`config.mk`:
```
export PLATFORM = sky130hd
export DESIGN_NAME = fetch_top
export DESIGN_NICKNAME = d
export VERILOG_FILES = /design/src/design/fetch_pkg.sv /design/src/design/fetch_top.sv /design/src/design/if_stage.sv /design/src/design/instr_wb_master.sv /design/src/design/prefetch_unit.sv
export SDC_FILE = /design/constraint.sdc
export NUM_CORES = 1
export LEC_CHECK = 0
export ABC_AREA = 1
export BUFFER_PORTS_ARGS = -buffer_cell sky130_fd_sc_hd__buf_2
export CORE_MARGIN = 2
export CORE_UTILIZATION = 56
export CTS_CLUSTER_DIAMETER = 100
export DETAILED_ROUTE_END_ITERATION = 7
export GPL_TIMING_DRIVEN = 1
export PLACE_DENSITY = 0.86
export SKIP_LAST_GASP = 1
export SYNTH_ARGS = -nofsm -noshare
export SYNTH_HDL_FRONTEND = slang
export SYNTH_HIERARCHICAL = 1
export SYNTH_SLANG_ARGS = --single-unit
```
`constraint.sdc`:
```
create_clock -name clk -period 9 [get_ports clk]
set_input_delay 0.9 -clock clk [delete_from_list [all_inputs] [get_ports clk]]
set_output_delay 0.9 -clock clk [all_outputs]
set_load 0.02 [all_outputs]
```
`src/design/fetch_pkg.sv`:
```
`default_nettype none

package fetch_pkg;

  ////////////////////
  // Next-PC sources
  ////////////////////

  // Redirect source chosen by the controller
  typedef enum logic [2:0] {
    PC_BOOT     = 3'd0,
    PC_JUMP     = 3'd1,
    PC_BRANCH   = 3'd2,
    PC_MRET     = 3'd3,
    PC_TRAP_EXC = 3'd4,
    PC_TRAP_IRQ = 3'd5,
    PC_TRAP_NMI = 3'd6
  } pc_mux_e;

  // Controller request toward the fetch side
  typedef struct packed {
    logic       pc_set;
    pc_mux_e    pc_mux;
    logic [4:0] irq_id;
    logic       kill_if;
    logic       halt_if;
  } fetch_ctrl_t;

  ////////////////////
  // Fetch data path
  ////////////////////

  // One buffered word with the address it came from
  typedef struct packed {
    logic [31:0] addr;
    logic [31:0] rdata;
    logic        bus_err;
  } fetch_entry_t;

  // IF/ID register contents
  typedef struct packed {
    logic        instr_valid;
    logic [31:0] pc;
    logic [31:0] instr;
    logic        bus_err;
  } if_id_pipe_t;

  // Wishbone master outputs
  typedef struct packed {
    logic        cyc;
    logic        stb;
    logic        we;
    logic [31:0] adr;
    logic [3:0]  sel;
  } wb_req_t;

  // Bus answer from master to prefetch unit
  typedef struct packed {
    logic [31:0] rdata;
    logic        err;
  } fetch_resp_t;

endpackage

`default_nettype wire

```
`src/design/fetch_top.sv`:
```
`default_nettype none

module fetch_top #(
  parameter int FIFO_DEPTH = 2
) (
  input  wire logic                   clk,
  input  wire logic                   rst_n,

  // Controller and redirect targets
  input  wire fetch_pkg::fetch_ctrl_t ctrl_i,
  input  wire logic [31:0]            boot_addr_i,
  input  wire logic [31:0]            jump_target_i,
  input  wire logic [31:0]            branch_target_i,
  input  wire logic [31:0]            mepc_i,
  input  wire logic [31:0]            nmi_addr_i,
  input  wire logic [23:0]            mtvec_addr_i,

  // Decode side
  output logic                        if_valid_o,
  input  wire logic                   id_ready_i,
  output fetch_pkg::if_id_pipe_t      if_id_pipe_o,
  output logic                        mtvec_init_o,
  output logic                        if_busy_o,

  // Wishbone classic
  output fetch_pkg::wb_req_t          wb_o,
  input  wire logic [31:0]            wb_dat_i,
  input  wire logic                   wb_ack_i,
  input  wire logic                   wb_err_i
);

  // IF stage to prefetch unit
  logic                    flush;
  logic [31:0]             branch_addr;
  logic                    if_ready;
  logic                    fetch_valid;
  fetch_pkg::fetch_entry_t fetch_entry;

  // Prefetch unit to master
  logic                    trans_valid;
  logic [31:0]             trans_addr;
  logic                    trans_ready;
  logic                    resp_valid;
  fetch_pkg::fetch_resp_t  resp;

  if_stage u_if_stage (
    .clk, .rst_n, .ctrl_i,
    .boot_addr_i, .jump_target_i, .branch_target_i, .mepc_i, .nmi_addr_i, .mtvec_addr_i,
    .fetch_valid_i (fetch_valid),
    .fetch_entry_i (fetch_entry),
    .fetch_ready_o (if_ready),
    .flush_o       (flush),
    .branch_addr_o (branch_addr),
    .if_valid_o, .id_ready_i, .if_id_pipe_o, .mtvec_init_o
  );

  prefetch_unit #(.FIFO_DEPTH(FIFO_DEPTH)) u_prefetch_unit (
    .clk, .rst_n,
    .flush_i       (flush),
    .branch_addr_i (branch_addr),
    .fetch_ready_i (if_ready),
    .fetch_valid_o (fetch_valid),
    .fetch_entry_o (fetch_entry),
    .trans_valid_o (trans_valid),
    .trans_addr_o  (trans_addr),
    .trans_ready_i (trans_ready),
    .resp_valid_i  (resp_valid),
    .resp_i        (resp),
    .busy_o        (if_busy_o)
  );

  instr_wb_master u_instr_wb_master (
    .clk, .rst_n,
    .trans_valid_i (trans_valid),
    .trans_addr_i  (trans_addr),
    .trans_ready_o (trans_ready),
    .resp_valid_o  (resp_valid),
    .resp_o        (resp),
    .wb_o, .wb_dat_i, .wb_ack_i, .wb_err_i
  );

endmodule

`default_nettype wire

```
`src/design/if_stage.sv`:
```
`default_nettype none

module if_stage (
  input  wire logic                    clk,
  input  wire logic                    rst_n,

  // Controller
  input  wire fetch_pkg::fetch_ctrl_t  ctrl_i,

  // Redirect targets
  input  wire logic [31:0]             boot_addr_i,
  input  wire logic [31:0]             jump_target_i,
  input  wire logic [31:0]             branch_target_i,
  input  wire logic [31:0]             mepc_i,
  input  wire logic [31:0]             nmi_addr_i,
  input  wire logic [23:0]             mtvec_addr_i,

  // From prefetch unit
  input  wire logic                    fetch_valid_i,
  input  wire fetch_pkg::fetch_entry_t fetch_entry_i,
  output logic                         fetch_ready_o,

  // Redirect toward prefetch unit
  output logic                         flush_o,
  output logic [31:0]                  branch_addr_o,

  // Toward decode
  output logic                         if_valid_o,
  input  wire logic                    id_ready_i,
  output fetch_pkg::if_id_pipe_t       if_id_pipe_o,

  output logic                         mtvec_init_o
);

  logic [31:0] branch_addr_n;
  logic        if_ready;
  logic        pipe_load;

  // IF/ID register fields
  logic        pipe_valid_q;
  logic [31:0] pipe_pc_q;
  logic [31:0] pipe_instr_q;
  logic        pipe_err_q;

  ////////////////////
  // Next-PC select
  ////////////////////

  always_comb begin
    branch_addr_n = {boot_addr_i[31:2], 2'b00};
    case (ctrl_i.pc_mux)
      fetch_pkg::PC_BOOT:     branch_addr_n = {boot_addr_i[31:2], 2'b00};
      fetch_pkg::PC_JUMP:     branch_addr_n = {jump_target_i[31:2], 2'b00};
      fetch_pkg::PC_BRANCH:   branch_addr_n = {branch_target_i[31:2], 2'b00};
      // Return from trap
      fetch_pkg::PC_MRET:     branch_addr_n = {mepc_i[31:2], 2'b00};
      // Exceptions share the trap base
      fetch_pkg::PC_TRAP_EXC: branch_addr_n = {mtvec_addr_i, 8'h00};
      // Interrupts vectored one word per id
      fetch_pkg::PC_TRAP_IRQ: branch_addr_n = {mtvec_addr_i, 1'b0, ctrl_i.irq_id, 2'b00};
      fetch_pkg::PC_TRAP_NMI: branch_addr_n = {nmi_addr_i[31:2], 2'b00};
      default:                branch_addr_n = {boot_addr_i[31:2], 2'b00};
    endcase
  end

  assign flush_o       = ctrl_i.pc_set;
  assign branch_addr_o = branch_addr_n;

  // Trap vector base gets its reset value at boot
  assign mtvec_init_o = ctrl_i.pc_set && (ctrl_i.pc_mux == fetch_pkg::PC_BOOT);

  ////////////////////
  // Handshake
  ////////////////////

  // Kill consumes the head, halt freezes the stage
  assign if_valid_o    = fetch_valid_i && !ctrl_i.kill_if && !ctrl_i.halt_if;
  assign if_ready      = ctrl_i.kill_if || (id_ready_i && !ctrl_i.halt_if);
  assign fetch_ready_o = if_ready;

  assign pipe_load = if_valid_o && id_ready_i;

  ////////////////////
  // IF/ID register
  ////////////////////

  always_ff @(posedge clk or negedge rst_n) begin
    if (!rst_n) begin
      pipe_valid_q <= 1'b0;
    end else if (pipe_load) begin
      pipe_valid_q <= 1'b1;
    end else if (id_ready_i) begin
      // Decode took the old one, nothing new
      pipe_valid_q <= 1'b0;
    end
  end

  // Payload only moves on a load
  always_ff @(posedge clk) begin
    if (pipe_load) begin
      pipe_pc_q    <= fetch_entry_i.addr;
      pipe_instr_q <= fetch_entry_i.rdata;
      pipe_err_q   <= fetch_entry_i.bus_err;
    end
  end

  always_comb begin
    if_id_pipe_o.instr_valid = pipe_valid_q;
    if_id_pipe_o.pc          = pipe_pc_q;
    if_id_pipe_o.instr       = pipe_instr_q;
    if_id_pipe_o.bus_err     = pipe_err_q;
  end

endmodule

`default_nettype wire

```
`src/design/instr_wb_master.sv`:
```
`default_nettype none

module instr_wb_master (
  input  wire logic                 clk,
  input  wire logic                 rst_n,

  // Request side, from prefetch unit
  input  wire logic                 trans_valid_i,
  input  wire logic [31:0]          trans_addr_i,
  output logic                      trans_ready_o,

  // Response side, one cycle per taken request
  output logic                      resp_valid_o,
  output fetch_pkg::fetch_resp_t    resp_o,

  // Wishbone classic
  output fetch_pkg::wb_req_t        wb_o,
  input  wire logic [31:0]          wb_dat_i,
  input  wire logic                 wb_ack_i,
  input  wire logic                 wb_err_i
);

  typedef enum logic {
    ST_IDLE  = 1'b0,
    ST_CYCLE = 1'b1
  } wb_state_e;

  wb_state_e   state_q;
  logic [31:0] adr_q;
  logic        bus_done;

  // Slave ends the cycle with either ack or err
  assign bus_done = (state_q == ST_CYCLE) && (wb_ack_i || wb_err_i);

  ////////////////////
  // Cycle FSM
  ////////////////////

  always_ff @(posedge clk or negedge rst_n) begin
    if (!rst_n) begin
      state_q <= ST_IDLE;
    end else begin
      if (state_q == ST_IDLE && trans_valid_i) begin
        state_q <= ST_CYCLE;
      end else if (bus_done) begin
        // Back to idle, forces one idle cycle on the bus
        state_q <= ST_IDLE;
      end
    end
  end

  // Address captured on accept, held for the whole cycle
  always_ff @(posedge clk) begin
    if (state_q == ST_IDLE && trans_valid_i) begin
      adr_q <= trans_addr_i;
    end
  end

  // Only accept while idle
  assign trans_ready_o = (state_q == ST_IDLE);

  // Response is passed straight through in the ack/err cycle
  assign resp_valid_o  = bus_done;
  assign resp_o.rdata  = wb_dat_i;
  assign resp_o.err    = wb_err_i;

  // Read-only word fetches
  assign wb_o.cyc = (state_q == ST_CYCLE);
  assign wb_o.stb = (state_q == ST_CYCLE);
  assign wb_o.we  = 1'b0;
  assign wb_o.adr = adr_q;
  assign wb_o.sel = 4'hf;

  ////////////////////
  // Assertions
  ////////////////////

  // Slave never answers with both
  a_ack_err_excl : assert property (@(posedge clk) disable iff (!rst_n)
    !(wb_ack_i && wb_err_i));

endmodule

`default_nettype wire

```
`src/design/prefetch_unit.sv`:
```
`default_nettype none

module prefetch_unit #(
  parameter int FIFO_DEPTH = 2
) (
  input  wire logic                  clk,
  input  wire logic                  rst_n,

  // Redirect from IF stage
  input  wire logic                  flush_i,
  input  wire logic [31:0]           branch_addr_i,

  // Toward IF stage
  input  wire logic                  fetch_ready_i,
  output logic                       fetch_valid_o,
  output fetch_pkg::fetch_entry_t    fetch_entry_o,

  // Toward bus master
  output logic                       trans_valid_o,
  output logic [31:0]                trans_addr_o,
  input  wire logic                  trans_ready_i,
  input  wire logic                  resp_valid_i,
  input  wire fetch_pkg::fetch_resp_t resp_i,

  output logic                       busy_o
);

  localparam int PTR_W = $clog2(FIFO_DEPTH);
  localparam int CNT_W = PTR_W + 1;

  // Request address and control
  logic [31:0]      addr_q;
  logic [31:0]      resp_addr_q;
  logic             active_q;
  logic             pending_q;
  logic             discard_q;

  // FIFO storage and pointers
  fetch_pkg::fetch_entry_t fifo_mem_q [FIFO_DEPTH];
  logic [PTR_W-1:0] wr_ptr_q;
  logic [PTR_W-1:0] rd_ptr_q;
  logic [CNT_W-1:0] cnt_q;

  logic             trans_taken;
  logic             fifo_wr;
  logic             fifo_rd;
  logic             fifo_full;
  logic             fifo_space;

  ////////////////////
  // Request side
  ////////////////////

  // Free space counts the request already on the bus
  assign fifo_full  = (cnt_q == CNT_W'(FIFO_DEPTH));
  assign fifo_space = (cnt_q + CNT_W'(pending_q)) < CNT_W'(FIFO_DEPTH);

  // One transfer at a time, nothing in the flush cycle
  assign trans_valid_o = active_q && !pending_q && !flush_i && fifo_space;
  assign trans_addr_o  = addr_q;
  assign trans_taken   = trans_valid_o && trans_ready_i;

  always_ff @(posedge clk or negedge rst_n) begin
    if (!rst_n) begin
      addr_q    <= '0;
      active_q  <= 1'b0;
      pending_q <= 1'b0;
      discard_q <= 1'b0;
    end else begin
      // Stays idle until the first redirect
      if (flush_i) begin
        active_q <= 1'b1;
      end
      // Counter restarts at the redirect target, steps a word per request
      if (flush_i) begin
        addr_q <= branch_addr_i;
      end else if (trans_taken) begin
        addr_q <= addr_q + 32'd4;
      end
      if (trans_taken) begin
        pending_q <= 1'b1;
      end else if (resp_valid_i) begin
        pending_q <= 1'b0;
      end
      // Open cycle at flush belongs to the old stream
      if (resp_valid_i) begin
        discard_q <= 1'b0;
      end else if (flush_i && pending_q) begin
        discard_q <= 1'b1;
      end
    end
  end

  // Address of the word now on the bus
  always_ff @(posedge clk) begin
    if (trans_taken) begin
      resp_addr_q <= addr_q;
    end
  end

  ////////////////////
  // Word FIFO
  ////////////////////

  // Stale or flushed responses never enter
  assign fifo_wr = resp_valid_i && !discard_q && !flush_i;
  assign fifo_rd = fetch_valid_o && fetch_ready_i && !flush_i;

  always_ff @(posedge clk or negedge rst_n) begin
    if (!rst_n) begin
      wr_ptr_q <= '0;
      rd_ptr_q <= '0;
      cnt_q    <= '0;
    end else if (flush_i) begin
      // Drop everything buffered
      wr_ptr_q <= '0;
      rd_ptr_q <= '0;
      cnt_q    <= '0;
    end else begin
      if (fifo_wr) begin
        wr_ptr_q <= wr_ptr_q + 1'b1;
      end
      if (fifo_rd) begin
        rd_ptr_q <= rd_ptr_q + 1'b1;
      end
      cnt_q <= cnt_q + CNT_W'(fifo_wr) - CNT_W'(fifo_rd);
    end
  end

  always_ff @(posedge clk) begin
    if (fifo_wr) begin
      fifo_mem_q[wr_ptr_q] <= '{addr: resp_addr_q, rdata: resp_i.rdata, bus_err: resp_i.err};
    end
  end

  assign fetch_valid_o = (cnt_q != '0);
  assign fetch_entry_o = fifo_mem_q[rd_ptr_q];

  assign busy_o = pending_q || (cnt_q != '0);

  ////////////////////
  // Assertions
  ////////////////////

  // Slot is reserved before the request goes out
  a_no_wr_full : assert property (@(posedge clk) disable iff (!rst_n)
    !(fifo_wr && fifo_full));

  // Master only answers what was asked
  a_resp_pending : assert property (@(posedge clk) disable iff (!rst_n)
    resp_valid_i |-> pending_q);

endmodule

`default_nettype wire

```
# Yosys cells after proc, flatten, opt, wreduce, memory -nomap -nowiden

Memories as Yosys holds them, arrays and structs flattened. A register that Yosys moved wholly into a read port is not among the register bits.
Cells that the tools add are included.

Bits in registers: 72
Input port bits: 232
Memories: 1
Memory bits (writable): 130
Output and inout port bits: 108
Word-level logic and storage cells: 71

Magnitude comparators: 1
$add $sub $neg: 6
Bitwise logic cells: 1
Reduce and logical (&&, ||, !) cells: 31
Muxes and demuxes: 16
Eq/ne operators: 6

Memory list:

| memory                     | words | width | read ports | clocked after memory_dff | write ports | RTL line            | text |
|---|---|---|---|---|---|---|---|
| u_prefetch_unit.fifo_mem_q | 2     | 65    | 1          | 1                        | 1           | prefetch_unit.sv:39 | `fetch_pkg::fetch_entry_t fifo_mem_q [FIFO_DEPTH];` |

Operators by type and width:

| cell                  | number |
|---|---|
| $pmux 32 s6           | 1 |
| $mux 32               | 2 |
| $add 32x3->32 const B | 1 |
| $logic_and 1x1->1     | 15 |
| $reduce_bool 2->1     | 7 |
| $mux 1                | 12 |
| $eq 3x3->1 const B    | 3 |
| $eq 3x2->1 const B    | 2 |
| $logic_not 1->1       | 5 |
| $add 2x1->2           | 2 |
| $eq 3x1->1 const B    | 1 |
| $logic_not 3->1       | 1 |
| $logic_or 1x1->1      | 3 |
| $add 1x1->1 const B   | 2 |
| $lt 2x2->1 const B    | 1 |
| $mux 2                | 1 |
| $sub 2x1->2           | 1 |
| $not 1->1             | 1 |

# Depth between registers and ports, before layout

Depth in word-level cells: 7
Mapped depth: 12
Mapped depth without buffers: 10

# Modules after synthesis

The synthesis kept the hierarchy.

Modules (own cells, without submodules):

| module          | sequential area each (µm²) | cells an instance | area each (µm²) | instances |
|---|---|---|---|---|
| prefetch_unit   | 5,840.6                    | 771               | 8,285.4         | 1 |
| if_stage        | 1,976.9                    | 525               | 4,311.6         | 1 |
| instr_wb_master | 985.9                      | 82                | 1,322.5         | 1 |

# Least setup slack after synthesis

No wires, ideal clock.

Path type: input to register
Start: input ctrl_i[10] (netlist name)
End: memory u_prefetch_unit/fifo_mem_q[1][0] (netlist name), enable pin
Path slack: 2.732 ns
Data required time: 8.432 ns
Stages on the path: 5
Path buffers: 2
Arrival: 5.700 ns
Setup time: 0.568 ns
Cells stage by stage: buf_4 -> buf_6 -> inv_8 -> nand2_1 -> nor3_1

Cells in the longest elaborated chain, start to end: 4

RTL lines:

| item                         | RTL line             | text |
|---|---|---|
| start: declaration           | fetch_top.sv:10      | `input wire fetch_pkg::fetch_ctrl_t ctrl_i,` |
| $logic_not 1->1              | prefetch_unit.sv:106 | `assign fifo_wr = resp_valid_i && !discard_q && !flush_i;` |
| $logic_and 1x1->1            | prefetch_unit.sv:106 |  |
| $mux 1                       | prefetch_unit.sv:131 | `if (fifo_wr) begin` |
| $mux 1 (implied by the code) | prefetch_unit.sv:132 | `fifo_mem_q[wr_ptr_q] <= '{addr: resp_addr_q, rdata: resp_i.rdata, bus_err: resp_i.err};` |
| end: declaration             | prefetch_unit.sv:39  |  |

No other way between the ends.

# Worst setup path in the final report

Start: input ctrl_i[9] (netlist name)
End: output mtvec_init_o

Cells in the longest elaborated chain, start to end: 2

RTL lines:

| item              | RTL line        | text |
|---|---|---|
| $logic_not 3->1   | if_stage.sv:70  | `assign mtvec_init_o = ctrl_i.pc_set && (ctrl_i.pc_mux == fetch_pkg::PC_BOOT);` |
| $logic_and 1x1->1 | if_stage.sv:70  |  |
| end: declaration  | fetch_top.sv:22 | `output logic mtvec_init_o,` |

No other way between the ends.

==> results.md <==
* RSZ-0062 raised after global routing: false
* Full die area at 0.0261 sq mm
* Longest Clk Path Bufs at 3
* Setup violations, final at 0
* Routed vias at 10800
* GRT Residual Overflow at 0
* Global-route wire length before repair at 54200 um
* WL met2 at 17600 um
* Hold buffer count at cts at 0
* Yosys warnings at 6
* Site Rows at 57
* Pre-antenna DRT Iters at 7
* Non-Filler Instances at 1967
* Yosys top cell by area: edfxtp_1
* Total power divided by cell area at 235 mW/mm^2
* Synth Instances at 1378
* Vias in the first global route at 10400
* Die width at 162 um
* Area grow syn2layout at 16.0%
* Crit path DAT at 2.59 ns
* CTS tree: yes
* EDFF count, synth at 259
* Hold_ws at 0.441 ns
* GPL Wtd Cong at 0.938
* Crit. End Element: output pin
* Share of the synthesized area in the top cell type at 55.9%
* Highest metal used: met5
* Synth top cells by count: 467 x nand2_1, 259 x edfxtp_1, 144 x nand4_1, 106 x nand3_1, 81 x inv_1
* Post-route ant nets at 0
* CTS root buffer: clkbuf_16
* Largest net degree at the start of global routing at 89
* Starting Density at 57.1%
* Die Span Y at 162 um
* DRT iter0 DRCs at 905
* Syn avg cell area at 10.1 sq um
* Clk_lat worst skew at 0.53 ns
* Start-to-end type of the worst setup path: input pin to output pin
* IO buf count at 324
* Cells after DPL at 1916
* CTS Sinks at 300
* DR WL met3 at 2510 um
* Critical path fanouts, max at 86
* Outcome: finished, final reports clean
* Sequential fraction of the synthesis area at 63.2%
* Antenna violations before repair at 2
* Core Box Area at 0.0244 sq mm
* Drt wl/cell at 17.7 um
* Nets@finish at 1856
* Drc violations at 0
* Post-synth ARST share at 13.7%
* Top cells by area, synth: edfxtp_1 56%, nand2_1 13%, dfrtp_1 7.4%
* DRT met1 WL at 13400 um
* P_leak at 7.00 nW
* Main synth FF type: edfxtp_1
* Fmax achieved at 287 MHz
* Tightest Hold Check Type: flop to flop
* Maxcap violations at 0
* CTS Buf Count at 27
* CTS clock-pin slew for the worst setup and hold paths at 0.06 ns
* Worst slew margin at 20.6%
* VDD IR-drop max at 0.000173 V
* Vias/cell at 5.48
* Worst path required time at 8.10 ns
* Max-slew violations at 0
* Crit start category: input pin
* Unique cell type count in the Yosys netlist at 36
* Setup tns final at 0 ns
* Final core occ at 66.2%
* Layout cells sized above 1 at 24.7%
* Boundary Pins at 340
* Setup repair bufs after CTS at 0
* Flops & latches, synth at 300
* Tmin final at 3.49 ns
* Tcrit/Tclk final at 38.8%
* Total Routing Usage GR at 26.3%
* Top-count cell post-synth: nand2_1
* Worst Skew at 0.0252 ns
* Aggregate routed wire length at 34700 um
* Hold Fails Final Rpt at 0
* CTS resizes at 0
* Post-synthesis cell area at 0.0139 sq mm
* Hpwl dp at 23700 um
* Worst-Margin Slew at 1.19 ns
* H-tree depth at 1
-- per-stage QoR --
stage | setup WS (ns) | total power, mW | instance area [sq um]
after CTS | 5.52 | 3.82 | 16100
after floorplan | 2.73 | 2.41 | 13900
after global placement | 5.29 | 2.61 | 15200
after detailed placement | 5.26 | 2.66 | 15200
final | 5.51 | 3.80 | 16200
after global routing | 5.29 | 3.98 | 16200
-- routing by layer --
| metal | vias to the layer above | track usage (%) |
|---|---|---|
| li1 | 5158 | - |
| met1 | 5032 | 33.2 |
| met2 | 525 | 47.0 |
| met3 | 69 | 3.37 |
| met4 | 2 | 9.45 |
| met5 | - | 0 |
-- cell families (layout without fill, tap and decap cells) --
| logic type | count (synthesis) | after routing | share of synthesized area (%) |
|---|---|---|---|
| buf+inv | 217 | 477 | 8.38 |
| simple gates | 818 | 818 | 26.3 |
| compound gates | 32 | 32 | 1.41 |
| other cells | 3 | 8 | 0.0809 |
| xor+xnor | 5 | 5 | 0.315 |
| fa+ha+maj | 3 | 3 | 0.270 |
| flops | 300 | 300 | 63.2 |
-- path summary, 6_finish.rpt --
| check | startpoint | end | slack [ns] | depth (start not counted) |
|---|---|---|---|---|
| setup / recovery | ctrl_i[9] | mtvec_init_o | 5.51 | 7 |
| max in group asynchronous | rst_n | u_prefetch_unit/rd_ptr_q | 7.80 | 1 |
| hold / removal | u_prefetch_unit/resp_addr_q[3] | u_prefetch_unit/fifo_mem_q[0][36] | 0.44 | 0 |
| hold reg to reg | u_prefetch_unit/resp_addr_q[3] | u_prefetch_unit/fifo_mem_q[0][36] | 0.44 | 0 |
| setup reg to reg | u_instr_wb_master/state_q | u_prefetch_unit/fifo_mem_q[0][48] | 6.67 | 7 |
| min in group asynchronous | rst_n | u_prefetch_unit/wr_ptr_q | 0.54 | 1 |
-- sequential cells by signal, indices dropped and copies added (netlist names) --
signal / cells
u_prefetch_unit/cnt_q: 2
u_if_stage/pipe_instr_q: 32
u_prefetch_unit/wr_ptr_q: 1
u_prefetch_unit/discard_q: 1
u_prefetch_unit/trans_addr_o: 32
u_prefetch_unit/resp_addr_q: 32
u_prefetch_unit/fifo_mem_q: 130
u_instr_wb_master/adr_q: 32
u_prefetch_unit/pending_q: 1
u_if_stage/pipe_pc_q: 32
u_if_stage/pipe_err_q: 1
u_prefetch_unit/active_q: 1
u_instr_wb_master/state_q: 1
u_prefetch_unit/rd_ptr_q: 1
u_if_stage/pipe_valid_q: 1
-- report_power, final --
group          leakage, nW  switching [mW]  internal, mW
registers             2.87           0.134          1.78
clock network        0.440           0.459         0.697
logic                 3.69           0.513         0.214
-- cell type report --
class,instances,area [sq um]
Antenna cell,1,2.50
Clock buffer,36,709
Clock inverter,14,194
Fill cell,1885,8240
Inverter,94,360
Multi-Input combinational cell,865,3990
Sequential cell,300,8800
Tap cell,324,405
Timing Repair Buffer,333,1690
-- worst max-delay path, stage by stage --
cell	delay, ns
buf_2	0.09
buf_4	0.36
inv_2	0.11
buf_4	0.64
nand2_1	0.16
nor2_1	0.13
buf_2	0.17
-- cells in the final DEF, fill, tap and decap left out, types with 2 or more instances in the layout --
cell type  instances
buf_2            324
buf_4              9
bufinv_16          5
clkbuf_1           9
clkbuf_16         27
clkinv_1           4
clkinv_2           4
conb_1             7
dfrtp_1           40
edfxtp_1         259
ha_1               3
inv_1             79
inv_2             14
nand2_1          467
nand2_4            2
nand3_1          106
nand4_1          144
nor2_1            78
nor2_2             7
nor2_4             3
nor3_1             2
nor3_2             2
o211ai_1           5
o21ai_0           16
o21bai_1           8
xnor2_1            3
xor2_1             2
Power figures use the tool's default switching activity.
